## src/verilog/bch_pkg.sv

```systemverilog
/*
  BCH(15,7) t=2 code over GF(2^4)
  field and code constants, bus structs,
  FSM state enums, GF multiply and alpha power helpers
*/
package bch_pkg;

  // ------------------------------------------------
  // field and code
  // ------------------------------------------------
  localparam int M      = 4;
  localparam int N      = 15;
  localparam int T      = 2;
  localparam int T2     = 2 * T;
  // x^4 + x + 1
  localparam int IRRPOL = 19;

  typedef logic [M-1:0] gf_t;
  typedef logic         ptr_t;
  typedef logic [3:0]   pos_t;

  // ------------------------------------------------
  // buses between stages
  // ------------------------------------------------
  typedef struct packed {
    gf_t [T2:1] syn;
    ptr_t       ptr;
  } syn_bus_t;

  typedef struct packed {
    gf_t [T:0] lam;
    ptr_t      ptr;
  } loc_bus_t;

  // decfail only valid together with last
  typedef struct packed {
    logic data;
    logic last;
    logic decfail;
  } dec_out_t;

  typedef enum logic [2:0] {
    BM_RESET,
    BM_WAIT,
    BM_STEP1,
    BM_STEP2,
    BM_STEP3,
    BM_STEP4
  } bm_state_e;

  typedef enum logic {
    CH_IDLE,
    CH_SCAN
  } chien_state_e;

  // ------------------------------------------------
  // GF(2^M) helpers
  // ------------------------------------------------
  function automatic gf_t gf_mult(input gf_t a, input gf_t b);
    logic [2*M-2:0] prod;
    prod = '0;
    // carry-less product
    for (int i = 0; i < M; i++) begin
      if (b[i]) begin
        prod = prod ^ ((2*M-1)'(a) << i);
      end
    end
    // fold high terms back with the field polynomial
    for (int i = 2*M-2; i >= M; i--) begin
      if (prod[i]) begin
        prod = prod ^ (2*M-1)'(IRRPOL << (i - M));
      end
    end
    return prod[M-1:0];
  endfunction

  function automatic gf_t gf_alpha_pow(input int k);
    gf_t acc;
    acc = gf_t'(1);
    for (int i = 0; i < (k % N); i++) begin
      acc = gf_mult(acc, gf_t'(2));
    end
    return acc;
  endfunction

endpackage

```

## src/verilog/bch_syndrome.sv

```systemverilog
/*
  serial syndrome unit
  Horner accumulation of S1..S4 per received bit,
  frame buffer write side, syndrome result register
*/
`timescale 1ns/1ns

module bch_syndrome (
  input  logic              iclk,
  input  logic              ireset,
  input  logic              in_valid,
  output logic              in_ready,
  input  logic              in_bit,
  input  logic              slot_free,
  output logic              wr_en,
  output bch_pkg::ptr_t     wr_ptr,
  output bch_pkg::pos_t     wr_pos,
  output logic              wr_bit,
  output logic              syn_valid,
  input  logic              syn_ready,
  output bch_pkg::syn_bus_t syn_bus
);

  bch_pkg::gf_t [bch_pkg::T2:1] acc;
  bch_pkg::gf_t [bch_pkg::T2:1] acc_nxt;
  bch_pkg::pos_t                pos;
  bch_pkg::ptr_t                ptr;
  logic                         first;
  logic                         accept;
  logic                         frame_end;

  // ------------------------------------------------
  // input handshake
  // ------------------------------------------------
  assign first     = (pos == bch_pkg::pos_t'(bch_pkg::N - 1));
  // stall on pending result, or no slot for a new frame
  assign in_ready  = ~syn_valid & (slot_free | ~first);
  assign accept    = in_valid & in_ready;
  assign frame_end = accept & (pos == '0);

  // every accepted bit also lands in the buffer
  assign wr_en  = accept;
  assign wr_ptr = ptr;
  assign wr_pos = pos;
  assign wr_bit = in_bit;

  // ------------------------------------------------
  // Horner step  Sj = Sj * a^j + r
  // ------------------------------------------------
  always_comb begin
    for (int j = 1; j <= bch_pkg::T2; j++) begin
      // restart from zero on position n-1
      acc_nxt[j] = bch_pkg::gf_mult(first ? bch_pkg::gf_t'(0) : acc[j],
                                    bch_pkg::gf_alpha_pow(j))
                   ^ bch_pkg::gf_t'(in_bit);
    end
  end

  always_ff @(posedge iclk) begin
    if (accept) begin
      acc <= acc_nxt;
    end
    // result latched with the slot it was written to
    if (frame_end) begin
      syn_bus.syn <= acc_nxt;
      syn_bus.ptr <= ptr;
    end
  end

  always_ff @(posedge iclk or posedge ireset) begin
    if (ireset) begin
      pos       <= bch_pkg::pos_t'(bch_pkg::N - 1);
      ptr       <= '0;
      syn_valid <= 1'b0;
    end
    else begin
      if (accept) begin
        pos <= frame_end ? bch_pkg::pos_t'(bch_pkg::N - 1) : pos - 1'b1;
      end
      if (frame_end) begin
        ptr       <= ~ptr;
        syn_valid <= 1'b1;
      end
      else if (syn_valid & syn_ready) begin
        syn_valid <= 1'b0;
      end
    end
  end

  // buffer must never be written into a slot still owned downstream
  a_wr_slot_free : assert property (@(posedge iclk) disable iff (ireset)
    wr_en |-> slot_free);

endmodule

```

## src/verilog/bch_frame_buffer.sv

```systemverilog
/*
  two slot frame store
  bit writes from the syndrome unit, bit reads for the Chien search,
  busy flag per slot, own next write pointer
*/
`timescale 1ns/1ns

module bch_frame_buffer (
  input  logic          iclk,
  input  logic          ireset,
  input  logic          wr_en,
  input  bch_pkg::ptr_t wr_ptr,
  input  bch_pkg::pos_t wr_pos,
  input  logic          wr_bit,
  output logic          slot_free,
  input  bch_pkg::ptr_t rd_ptr,
  input  bch_pkg::pos_t rd_pos,
  output logic          rd_bit,
  input  logic          rel_en,
  input  bch_pkg::ptr_t rel_ptr
);

  logic [bch_pkg::N-1:0] frame [2];
  logic [1:0]            busy;
  bch_pkg::ptr_t         nxt_ptr;
  logic                  wr_done;

  // position 0 closes a frame
  assign wr_done = wr_en & (wr_pos == '0);

  // ------------------------------------------------
  // storage
  // ------------------------------------------------
  always_ff @(posedge iclk) begin
    if (wr_en) begin
      frame[wr_ptr][wr_pos] <= wr_bit;
    end
  end

  assign rd_bit = frame[rd_ptr][rd_pos];

  // ------------------------------------------------
  // slot ownership
  // ------------------------------------------------
  always_ff @(posedge iclk or posedge ireset) begin
    if (ireset) begin
      busy    <= '0;
      nxt_ptr <= '0;
    end
    else begin
      if (wr_done) begin
        busy[wr_ptr] <= 1'b1;
        nxt_ptr      <= ~nxt_ptr;
      end
      // Chien done with this frame
      if (rel_en) begin
        busy[rel_ptr] <= 1'b0;
      end
    end
  end

  assign slot_free = ~busy[nxt_ptr];

  a_rel_busy : assert property (@(posedge iclk) disable iff (ireset)
    rel_en |-> busy[rel_ptr]);

endmodule

```

## src/verilog/bch_berlekamp_ibm.sv

```systemverilog
/*
  inversionless Berlekamp-Massey, binary skip form
  T iterations of four steps on T+1 shared multipliers,
  locator result in a holding register with valid/ready
*/
`timescale 1ns/1ns

module bch_berlekamp_ibm (
  input  logic              iclk,
  input  logic              ireset,
  input  logic              syn_valid,
  output logic              syn_ready,
  input  bch_pkg::syn_bus_t syn_bus,
  output logic              loc_valid,
  input  logic              loc_ready,
  output bch_pkg::loc_bus_t loc_bus
);

  localparam int T    = bch_pkg::T;
  localparam int T2   = bch_pkg::T2;
  localparam int M    = bch_pkg::M;
  localparam int CNTW = $clog2(T + 1);

  bch_pkg::bm_state_e state;
  bch_pkg::gf_t       syn_win [-T:T2];
  bch_pkg::gf_t       l_poly  [-1:T];
  bch_pkg::gf_t       b_poly  [-2:T];
  bch_pkg::gf_t       mult    [0:T];
  bch_pkg::gf_t       disc;
  bch_pkg::gf_t       delta;
  bch_pkg::gf_t       sigma;
  logic [M-1:0]       kv;
  logic [CNTW-1:0]    cnt;
  logic               last_iter;
  logic               start;
  bch_pkg::ptr_t      ptr_lat;

  assign syn_ready = (state == bch_pkg::BM_WAIT) & ~loc_valid;
  assign start     = syn_valid & syn_ready;
  assign last_iter = (cnt == CNTW'(1));

  // ------------------------------------------------
  // FSM and iteration count
  // ------------------------------------------------
  always_ff @(posedge iclk or posedge ireset) begin
    if (ireset) begin
      state     <= bch_pkg::BM_RESET;
      cnt       <= '0;
      loc_valid <= 1'b0;
    end
    else begin
      case (state)
        bch_pkg::BM_RESET : state <= bch_pkg::BM_WAIT;
        bch_pkg::BM_WAIT  : state <= start ? bch_pkg::BM_STEP1 : bch_pkg::BM_WAIT;
        bch_pkg::BM_STEP1 : state <= bch_pkg::BM_STEP2;
        bch_pkg::BM_STEP2 : state <= bch_pkg::BM_STEP3;
        bch_pkg::BM_STEP3 : state <= bch_pkg::BM_STEP4;
        bch_pkg::BM_STEP4 : state <= last_iter ? bch_pkg::BM_WAIT : bch_pkg::BM_STEP1;
        default           : state <= bch_pkg::BM_RESET;
      endcase
      if (state == bch_pkg::BM_WAIT) begin
        cnt <= CNTW'(T);
      end
      else if (state == bch_pkg::BM_STEP4) begin
        cnt <= cnt - 1'b1;
      end
      // result held until Chien takes it
      if ((state == bch_pkg::BM_STEP4) & last_iter) begin
        loc_valid <= 1'b1;
      end
      else if (loc_valid & loc_ready) begin
        loc_valid <= 1'b0;
      end
    end
  end

  // ------------------------------------------------
  // shared multiplier bank
  // ------------------------------------------------
  // step1  l * S window, later steps  poly * delta
  always_ff @(posedge iclk) begin
    for (int i = 0; i <= T; i++) begin
      mult[i] <= bch_pkg::gf_mult(
        (state == bch_pkg::BM_STEP3) ? b_poly[i-1] : l_poly[i],
        (state == bch_pkg::BM_STEP1) ? syn_win[1-i] : delta);
    end
  end

  // discrepancy is the sum of the step1 products
  always_comb begin
    disc = '0;
    for (int i = 0; i <= T; i++) begin
      disc = disc ^ mult[i];
    end
  end

  // ------------------------------------------------
  // polynomial updates
  // ------------------------------------------------
  always_ff @(posedge iclk) begin
    case (state)
      bch_pkg::BM_WAIT : begin
        if (start) begin
          for (int i = -T; i <= T2; i++) begin
            syn_win[i] <= (i < 1) ? '0 : syn_bus.syn[i];
          end
          for (int i = -1; i <= T; i++) begin
            l_poly[i] <= (i == 0) ? bch_pkg::gf_t'(1) : '0;
          end
          for (int i = -2; i <= T; i++) begin
            b_poly[i] <= (i == 0) ? bch_pkg::gf_t'(1) : '0;
          end
          sigma   <= bch_pkg::gf_t'(1);
          kv      <= '0;
          ptr_lat <= syn_bus.ptr;
        end
      end
      bch_pkg::BM_STEP1 : begin
        // skip even steps, window moves by two
        for (int i = -T; i <= T2 - 2; i++) begin
          syn_win[i] <= syn_win[i+2];
        end
        // delta borrowed to carry sigma into step2
        delta <= sigma;
      end
      bch_pkg::BM_STEP2 : begin
        delta <= disc;
      end
      bch_pkg::BM_STEP3 : begin
        for (int i = 0; i <= T; i++) begin
          l_poly[i] <= mult[i];
        end
        if ((delta != '0) & ~kv[M-1]) begin
          // b = z * lambda
          for (int i = 0; i <= T; i++) begin
            b_poly[i] <= l_poly[i-1];
          end
          sigma <= delta;
          kv    <= -kv;
        end
        else begin
          // b = z^2 * b
          for (int i = 0; i <= T; i++) begin
            b_poly[i] <= b_poly[i-2];
          end
          kv <= kv + M'(2);
        end
      end
      bch_pkg::BM_STEP4 : begin
        for (int i = 0; i <= T; i++) begin
          l_poly[i] <= l_poly[i] ^ mult[i];
        end
        if (last_iter) begin
          for (int i = 0; i <= T; i++) begin
            // kv below zero means more than T errors
            // a zero lambda then fails the root count in Chien
            loc_bus.lam[i] <= kv[M-1] ? '0 : (l_poly[i] ^ mult[i]);
          end
          loc_bus.ptr <= ptr_lat;
        end
      end
      default : begin
      end
    endcase
  end

  // fixed 4T+1 latency from syndrome transfer to locator
  a_latency : assert property (@(posedge iclk) disable iff (ireset)
    start |-> ##(4*T+1) $rose(loc_valid));

endmodule

```

## src/verilog/bch_chien_correct.sv

```systemverilog
/*
  Chien search with inline correction
  locator evaluation from position 14 down to 0,
  bit flip on root, root count against degree for decfail
*/
`timescale 1ns/1ns

module bch_chien_correct (
  input  logic              iclk,
  input  logic              ireset,
  input  logic              loc_valid,
  output logic              loc_ready,
  input  bch_pkg::loc_bus_t loc_bus,
  output bch_pkg::ptr_t     rd_ptr,
  output bch_pkg::pos_t     rd_pos,
  input  logic              rd_bit,
  output logic              rel_en,
  output bch_pkg::ptr_t     rel_ptr,
  output logic              out_valid,
  input  logic              out_ready,
  output bch_pkg::dec_out_t out_data
);

  localparam int T  = bch_pkg::T;
  localparam int DW = $clog2(T + 1);

  bch_pkg::chien_state_e    state;
  bch_pkg::gf_t [T:0]       term;
  bch_pkg::gf_t             eval;
  logic [DW-1:0]            deg_in;
  logic [DW-1:0]            deg;
  bch_pkg::pos_t            roots;
  bch_pkg::pos_t            roots_now;
  bch_pkg::pos_t            pos;
  bch_pkg::ptr_t            ptr;
  logic                     accept;
  logic                     beat;
  logic                     err;
  logic                     last;

  assign loc_ready = (state == bch_pkg::CH_IDLE);
  assign out_valid = (state == bch_pkg::CH_SCAN);
  assign accept    = loc_valid & loc_ready;
  assign beat      = out_valid & out_ready;
  assign last      = (pos == '0);

  // degree = highest nonzero coefficient
  always_comb begin
    deg_in = '0;
    for (int k = 1; k <= T; k++) begin
      if (loc_bus.lam[k] != '0) begin
        deg_in = DW'(k);
      end
    end
  end

  // ------------------------------------------------
  // evaluation and correction
  // ------------------------------------------------
  always_comb begin
    eval = '0;
    for (int k = 0; k <= T; k++) begin
      eval = eval ^ term[k];
    end
  end

  // lambda(a^-pos) == 0 marks an error position
  assign err       = (eval == '0);
  assign roots_now = roots + bch_pkg::pos_t'(err);

  assign rd_ptr           = ptr;
  assign rd_pos           = pos;
  assign out_data.data    = rd_bit ^ err;
  assign out_data.last    = last;
  assign out_data.decfail = last & (roots_now != bch_pkg::pos_t'(deg));

  // slot goes back to the buffer with the last beat
  assign rel_en  = beat & last;
  assign rel_ptr = ptr;

  always_ff @(posedge iclk) begin
    if (accept) begin
      // lambda_k * a^k evaluates position 14
      for (int k = 0; k <= T; k++) begin
        term[k] <= bch_pkg::gf_mult(loc_bus.lam[k], bch_pkg::gf_alpha_pow(k));
      end
      deg   <= deg_in;
      ptr   <= loc_bus.ptr;
      pos   <= bch_pkg::pos_t'(bch_pkg::N - 1);
      roots <= '0;
    end
    else if (beat) begin
      // one position down
      for (int k = 0; k <= T; k++) begin
        term[k] <= bch_pkg::gf_mult(term[k], bch_pkg::gf_alpha_pow(k));
      end
      pos   <= pos - 1'b1;
      roots <= roots_now;
    end
  end

  // ------------------------------------------------
  // FSM
  // ------------------------------------------------
  always_ff @(posedge iclk or posedge ireset) begin
    if (ireset) begin
      state <= bch_pkg::CH_IDLE;
    end
    else begin
      case (state)
        bch_pkg::CH_IDLE : state <= accept ? bch_pkg::CH_SCAN : bch_pkg::CH_IDLE;
        bch_pkg::CH_SCAN : state <= (beat & last) ? bch_pkg::CH_IDLE : bch_pkg::CH_SCAN;
        default          : state <= bch_pkg::CH_IDLE;
      endcase
    end
  end

endmodule

```

## src/verilog/bch_decoder.sv

```systemverilog
/*
  BCH(15,7) t=2 serial decoder top
  syndrome unit, frame buffer, Berlekamp-Massey, Chien search
*/
`timescale 1ns/1ns

module bch_decoder (
  input  logic              iclk,
  input  logic              ireset,
  input  logic              in_valid,
  output logic              in_ready,
  input  logic              in_bit,
  output logic              out_valid,
  input  logic              out_ready,
  output bch_pkg::dec_out_t out_data
);

  // ------------------------------------------------
  // internal links
  // ------------------------------------------------
  logic              slot_free;
  logic              wr_en;
  bch_pkg::ptr_t     wr_ptr;
  bch_pkg::pos_t     wr_pos;
  logic              wr_bit;
  bch_pkg::ptr_t     rd_ptr;
  bch_pkg::pos_t     rd_pos;
  logic              rd_bit;
  logic              rel_en;
  bch_pkg::ptr_t     rel_ptr;
  logic              syn_valid;
  logic              syn_ready;
  bch_pkg::syn_bus_t syn_bus;
  logic              loc_valid;
  logic              loc_ready;
  bch_pkg::loc_bus_t loc_bus;

  bch_syndrome syndrome_i (
    .iclk      (iclk),
    .ireset    (ireset),
    .in_valid  (in_valid),
    .in_ready  (in_ready),
    .in_bit    (in_bit),
    .slot_free (slot_free),
    .wr_en     (wr_en),
    .wr_ptr    (wr_ptr),
    .wr_pos    (wr_pos),
    .wr_bit    (wr_bit),
    .syn_valid (syn_valid),
    .syn_ready (syn_ready),
    .syn_bus   (syn_bus)
  );

  // received bits wait here until corrected
  bch_frame_buffer frame_buffer_i (
    .iclk      (iclk),
    .ireset    (ireset),
    .wr_en     (wr_en),
    .wr_ptr    (wr_ptr),
    .wr_pos    (wr_pos),
    .wr_bit    (wr_bit),
    .slot_free (slot_free),
    .rd_ptr    (rd_ptr),
    .rd_pos    (rd_pos),
    .rd_bit    (rd_bit),
    .rel_en    (rel_en),
    .rel_ptr   (rel_ptr)
  );

  bch_berlekamp_ibm berlekamp_i (
    .iclk      (iclk),
    .ireset    (ireset),
    .syn_valid (syn_valid),
    .syn_ready (syn_ready),
    .syn_bus   (syn_bus),
    .loc_valid (loc_valid),
    .loc_ready (loc_ready),
    .loc_bus   (loc_bus)
  );

  bch_chien_correct chien_i (
    .iclk      (iclk),
    .ireset    (ireset),
    .loc_valid (loc_valid),
    .loc_ready (loc_ready),
    .loc_bus   (loc_bus),
    .rd_ptr    (rd_ptr),
    .rd_pos    (rd_pos),
    .rd_bit    (rd_bit),
    .rel_en    (rel_en),
    .rel_ptr   (rel_ptr),
    .out_valid (out_valid),
    .out_ready (out_ready),
    .out_data  (out_data)
  );

endmodule

```

## config.mk

```make
export PLATFORM = sky130hd
export DESIGN_NAME = bch_decoder
export DESIGN_NICKNAME = d
export VERILOG_FILES = /design/src/verilog/bch_pkg.sv /design/src/verilog/bch_syndrome.sv /design/src/verilog/bch_frame_buffer.sv /design/src/verilog/bch_berlekamp_ibm.sv /design/src/verilog/bch_chien_correct.sv /design/src/verilog/bch_decoder.sv
export SDC_FILE = /design/constraint.sdc
export NUM_CORES = 1
export LEC_CHECK = 0
export BUFFER_PORTS_ARGS = -buffer_cell sky130_fd_sc_hd__buf_2
export CORE_MARGIN = 2
export CORE_UTILIZATION = 28
export DETAILED_ROUTE_END_ITERATION = 16
export PLACE_DENSITY_LB_ADDON = 0.15
export SETUP_SLACK_MARGIN = 0.5
export SYNTH_ARGS = -nofsm -noshare
export SYNTH_HDL_FRONTEND = slang
export SYNTH_SLANG_ARGS = --single-unit
export TNS_END_PERCENT = 100
```

## constraint.sdc

```tcl
create_clock -name iclk -period 7 [get_ports iclk]
set_input_delay 1.05 -clock iclk [delete_from_list [all_inputs] [get_ports iclk]]
set_output_delay 1.05 -clock iclk [all_outputs]
set_load 0.005 [all_outputs]
```

==> impl_metrics.toml, run 1 <==
[die]
die_w_um = 180
dieArea_mm2 = 0.0325
initial_core_util_pct = 28.4
coreArea_mm2 = 0.0306
io_pins = 10
placementRows = 64
die_h_um = 180

[timing]
period_share_pct = 52.2
min_period_ns = 3.65
worstMarginPinSlew_ns = 0.743
rsz0062_at_grt = "false"
relSlewSlack_pct = 50.4
fin_setup_tns_ns = 0
skew_ns = 0.0207
finalHoldViolCount = 0
timing.fmax_ghz = 0.274
setup_viol = 0
timing.hold.ws_ns = 0.423
slew_violations = 0

[worst_hold_path]
min_to = "berlekamp_i.syn_win[4][3]$_DFFE_PP_"
min_path_cells = 0
hold_start = "syndrome_i.syn_bus[16]$_DFFE_PP_"
min_path_type = "reg2reg"

[final_layout]
stdcell_count = 1153
antenna_cells = 0
final_cell_mix = "edfxtp_1, nand2_1, nor2_1"
syn2layout_area_growth_pct = 11.7
final_nets = 761
layout_commonest_cell = "edfxtp_1"
drive_gt1_share_pct = 8.32

[worst_setup_path]
cp.arrival_ns = 2.60
r2r_start = "berlekamp_i.state[1]$_DFF_PP0_"
startpoint_type = "flop"
crit_type = "reg2out"
reg2reg_slack_ns = 4.12
cp.required_ns = 5.95
crit_fanout = 8
end_kind = "output pin"
reg2reg_to = "berlekamp_i.mult[0][5]$_DFF_P_"
r2r_cells = 7

[power_and_ir_drop]
p_per_area_mw_per_mm2 = 454
vdd_drop_max_mv = 0.165
power_leakage_nw = 3.55
total_power_mw = 4.41

[synthesis]
ys_seq_area_share_pct = 59.2
synth_edf_count = 144
synth.largest_area_cell = "edfxtp_1"
synth_top_area_share_pct = 49.7
async_flop_share_pct = 8.84
ys_seq_elements = 181
synth_warnings = 0
synth.net_count = 766
yosys_most_used_dff = "edfxtp_1"
postSynthCellCount = 749
synthTopCellsByArea = "edfxtp_1, xnor2_1, dfxtp_1"
ys_types = 59
netlist_area_mm2 = 0.00870
avgSynthCellArea_um2 = 11.6

[routing]
wl_per_cell_um = 15.8
wirelength_um = 18200
viasPerCell = 4.49
drc = 0
routed-via-count = 5174
ant_nets = 0
drt_pass1_iterations = 5
drt_iter0_markers = 425

[global_route]
grt-ovfl-total = 0
grt_pass1_wl_um = 30100
grt_max_degree = 35
grt_pass1_vias = 5272
grt_usage_pct = 11.7
antenna_found_initial = 0

[cts]
post_cts_buffers = 0
clk_pin_slew_worst_paths_ns = 0.07
cts_buffer_depth = 2
cts_made_buffers = 17
ctsResizeCount = 0
root_buffer = "clkbuf_16"
htree_levels = 4
cts_tree = "built"
clock_latency_ns = 0.43
cts_hold_buf = 0
cts.sinks = 181

[placed_design]
dp_hpwl_um = 12700
place_inst = 1121
routabilityCongestion = 0.761
io_buffers = 9

[flow_run]
drv_cap = 0

[outcome]
outcome = "completed"
==> power breakdown <==
group	internal, mW	leakage (nW)	switching, mW
Clock	0.568	0.292	0.428
Combinational	0.688	1.56	0.819
Sequential	1.58	1.69	0.324
Total	2.84	3.55	1.57
==> Yosys cell counts (5+ instances only) <==
library cell and count:
xor2_1 32, mux2i_1 20, and2_1 19, clkbuf_1 28, nor2_1 100, mux4_2 9
dfrtp_1 13, and3_1 5, nand2_1 108, nand3_1 9, inv_1 25, edfxtp_1 144
dfxtp_1 21, nand2b_1 5, nor2b_1 10, a21oi_1 16, ha_1 12, o21ai_0 23
xnor2_1 65
==> cell type report <==
type | count | area [um^2]
fill | 3110 | 20900
sequential | 181 | 5150
multi-input combinational | 506 | 3300
tap | 396 | 495
clock buffer | 18 | 429
clock inverter | 14 | 178
inverter | 25 | 93.8
timing repair buffer | 13 | 75.1
==> metrics by stage <==
step | util [%] | setup slack (ns) | cell area, um^2
6_report | 31.8 | 3.35 | 9720
5_1_grt | 31.8 | 3.13 | 9720
3_5_place_dp | 29.8 | 3.74 | 9110
2_1_floorplan | - | 3.94 | 8700
3_3_place_gp | 29.8 | 3.77 | 9110
4_1_cts | 31.8 | 3.27 | 9720
==> metal layers <==
metal	track usage (%)	vias to the layer above	routed length [um]
met2	18.0	51	8420
met1	17.1	2529	9320
met3	2.18	2	414
met5	0	-	0
li1	-	2592	-
met4	3.00	0	62
==> registers in the layout (all words and copies together), names as in the netlist, 2 cells and up, named ones only <==
signal,flops
frame_buffer_i.frame,30
berlekamp_i.syn_win,20
syndrome_i.syn_bus,17
syndrome_i.acc,16
berlekamp_i.loc_bus,13
berlekamp_i.l_poly,12
berlekamp_i.mult,12
chien_i.term,12
berlekamp_i.b_poly,5
berlekamp_i.delta,4
berlekamp_i.sigma,4
berlekamp_i.syn_win[-1],4
chien_i.rd_pos,4
chien_i.roots,4
syndrome_i.wr_pos,4
berlekamp_i.kv,3
berlekamp_i.state,3
berlekamp_i.cnt,2
chien_i.deg,2
frame_buffer_i.busy,2
==> worst max-delay path by stage <==
stage	startpoint	to	slack, ns	cells after the start
2_1_floorplan	flop	out_data[2]	3.94	5
5_1_grt	flop	out_data[2]	3.13	5
6_report	flop	out_data[2]	3.35	5
4_1_cts	flop	out_data[2]	3.27	5
3_5_place_dp	flop	out_data[2]	3.74	5
3_3_place_gp	flop	out_data[2]	3.77	5
==> critical path, cell delays in order, from the launching register on <==
cell and delay [ns]:
dfxtp_1 0.61, mux4_2 0.57, mux4_2 0.46, mux2i_1 0.24, xnor2_1 0.16, buf_2 0.14
==> cells by family (layout without fill, tap and decap cells) <==
logic type	Yosys count	in the layout	share of synthesized area, %
AO/OA/AOI/OAI	81	81	6.07
flip-flops	181	181	59.2
AND/OR/NAND/NOR	282	282	14.6
buffers and inverters	62	70	2.99
multiplexers	31	31	4.89
XOR/XNOR	100	100	10.6
adder cells (fa/ha/maj)	12	12	1.73
Note: power is estimated with default switching activity, not from simulation.
==> run 2, diff against run 1 <==
--- a/config.mk
+++ b/config.mk
@@ -5,6 +5,7 @@
 export SDC_FILE = /design/constraint.sdc
 export NUM_CORES = 1
 export LEC_CHECK = 0
+export ABC_AREA = 1
 export BUFFER_PORTS_ARGS = -buffer_cell sky130_fd_sc_hd__buf_2
 export CORE_MARGIN = 2
 export CORE_UTILIZATION = 28
==> constraint.sdc (replaced) <==
create_clock -name iclk -period 3.5 [get_ports iclk]
set_input_delay 0.525 -clock iclk [delete_from_list [all_inputs] [get_ports iclk]]
set_output_delay 0.525 -clock iclk [all_outputs]
set_load 0.005 [all_outputs]
==> impl_metrics.toml, run 2 <==
[worst_setup_path]
end_kind = "output pin"
cp.arrival_ns = 2.43
cp.required_ns = 2.97
startpoint_type = "flop"
crit_type = "reg2out"
r2r_start = "berlekamp_i.state[2]$_DFF_PP0_"
crit_fanout = 2
cp-startpoint = "chien_i.term[8]$_DFFE_PP_"
r2r_cells = 11
reg2reg_slack_ns = 1.02
reg2reg_to = "berlekamp_i.mult[0][5]$_DFF_P_"
crit_end = "out_data[0]"

[die]
die_h_um = 183
die_w_um = 183
placementRows = 65
dieArea_mm2 = 0.0334
io_pins = 10
coreArea_mm2 = 0.0315
initial_core_util_pct = 28.4

[synthesis]
netlist_area_mm2 = 0.00894
synth_top_family_by_area = "simple AND/OR/NAND/NOR gates"
synth_commonest_cells = "nand2_1, edfxtp_1, nor2_1"
yosysMostFrequentCell = "nand2_1"
synthSimpleGateAreaFrac_pct = 22.7
synth.largest_area_cell = "edfxtp_1"
yosys_most_used_dff = "edfxtp_1"
synth_xor_area_share_pct = 6.07
synth_warnings = 0
synth_edf_count = 144
synth_top_area_share_pct = 48.4
muxShareOfSynthArea_pct = 0
ys_types = 44
synth-compound-area-share_pct = 5.74
async_flop_share_pct = 8.84
synthAdderAreaFrac_pct = 1.68
ys_seq_area_share_pct = 57.6
synthTopCellsByArea = "edfxtp_1, nand2_1, nor2_1"
postSynthCellCount = 961
ys_seq_elements = 181
synth.net_count = 978
avgSynthCellArea_um2 = 9.30

[outcome]
outcome = "completed"

[routing]
routed-via-count = 6017
viasPerCell = 4.32
drc = 0
wirelength_um = 19100
wl_per_cell_um = 13.7
drt_pass1_iterations = 4
drt_iter0_markers = 290
ant_nets = 0

[power_and_ir_drop]
vdd_drop_max_mv = 0.440
p_per_area_mw_per_mm2 = 912
power_leakage_nw = 4.21

[placed_design]
dp_hpwl_um = 13700
routabilityCongestion = 0.780
place_inst = 1358
io_buffers = 9

[timing]
worstMarginPinSlew_ns = 0.698
skew_ns = 0.0159
relSlewSlack_pct = 53.5
fin_setup_tns_ns = 0
setup_viol = 0
period_share_pct = 84.5
timing.fmax_ghz = 0.338
slew_violations = 0
min_period_ns = 2.96
finalHoldViolCount = 0
rsz0062_at_grt = "true"

[cts]
cts_tree = "built"
clock_latency_ns = 0.44
root_buffer = "clkbuf_16"
cts_buffer_depth = 2
cts.sinks = 181
htree_levels = 4
cts_hold_buf = 0
cts_made_buffers = 17
clk_pin_slew_worst_paths_ns = 0.08

[final_layout]
antenna_cells = 0
layout_commonest_cell = "nand2_1"
reg.largest.list = "frame_buffer_i.frame (30), berlekamp_i.syn_win (20), syndrome_i.syn_bus (17)"
stdcell_count = 1394
syn2layout_area_growth_pct = 13.3
top_register = "frame_buffer_i.frame"
final_nets = 996
final_cell_mix = "nand2_1, edfxtp_1, nor2_1"
fill_cells = 3231
drive_gt1_share_pct = 10.2
largest_reg_flops = 30

[flow_run]
drv_cap = 0

[global_route]
grt_usage_pct = 11.9
grt-ovfl-total = 0
antenna_found_initial = 0
grt_pass1_vias = 5757
grt_pass1_wl_um = 31000
grt_max_degree = 35

[worst_hold_path]
min_path_type = "in2async"
-- run 2: cell families after synthesis --
logic type	Yosys count
AND/OR/NAND/NOR	478
flip-flops	181
buffers and inverters	138
AO/OA/AOI/OAI	90
XOR/XNOR	62
adder cells (fa/ha/maj)	12
-- run 2: routing by layer --
layer  GRT usage, %  part of all wire, %
met1           16.8                   51
met5              0                    0
met2           18.8                   46
met4           3.03                 0.93
met3           2.26                  2.2
-- run 2: repair_timing --
action / CTS / global route
buffers inserted: 2 / 2
endpoints found under the setup margin: 1 / 1
gates resized for setup: 1 / 4
pin swaps: 5 / 6
-- run 2: worst min-delay path by stage --
stage	slack [ns]	end	depth (start not counted)	start
final	0.18	syndrome_i.wr_pos[0]$_DFFE_PP0N_	2	ireset
after global placement	0.41	berlekamp_i.syn_win[3][1]$_DFFE_PP_	0	syndrome_i.syn_bus[10]$_DFFE_PP_
after CTS	0.20	syndrome_i.wr_pos[0]$_DFFE_PP0N_	2	ireset
after detailed placement	0.40	berlekamp_i.syn_win[3][2]$_DFFE_PP_	0	syndrome_i.syn_bus[11]$_DFFE_PP_
after global routing	0.23	syndrome_i.wr_pos[0]$_DFFE_PP0N_	2	ireset
after floorplan	0.40	berlekamp_i.loc_bus[0]$_DFFE_PP_	0	berlekamp_i.ptr_lat$_DFFE_PP_
-- run 2: critical path: stages (launching register included) --
cell	delay, ns
edfxtp_1	0.42
xnor2_1	0.21
xor2_1	0.19
nand3_2	0.13
inv_2	0.09
ha_4	0.14
ha_4	0.19
xor2_1	0.15
nor4_1	0.27
nor3_1	0.08
buf_2	0.13
-- run 2: power by group --
group / leakage, nW / switching (mW) / internal, mW / total [mW]
registers: 1.69 / 0.501 / 3.18 / 3.68
logic: 2.22 / 2.31 / 1.21 / 3.52
clock network: 0.302 / 1.03 / 1.00 / 2.03
-- run 2: cell type report --
cell class                      instances  area, um^2  area share, %
Clock buffer                           17         425           4.20
Clock inverter                         15         215           2.13
Inverter                              118         448           4.42
Multi-Input combinational cell        642        3260           32.2
Sequential cell                       181        5150           50.9
Tap cell                              402         503           4.97
Timing Repair Buffer                   19         120           1.19
-- run 2: metrics by stage --
| stage | instance area, um^2 | util [%] | power [mW] | worst slack (ns) | hold WS [ns] |
|---|---|---|---|---|---|
| after floorplan | 8940 | - | 6.31 | 1.10 | 0.400 |
| after global placement | 9420 | 29.9 | 7.27 | 0.829 | 0.408 |
| after detailed placement | 9420 | 29.9 | 7.26 | 0.824 | 0.405 |
| after CTS | 10100 | 32.1 | 9.35 | 0.513 | 0.200 |
| after global routing | 10100 | 32.2 | 9.99 | 0.360 | 0.234 |
| final | 10100 | 32.2 | 9.23 | 0.543 | 0.176 |
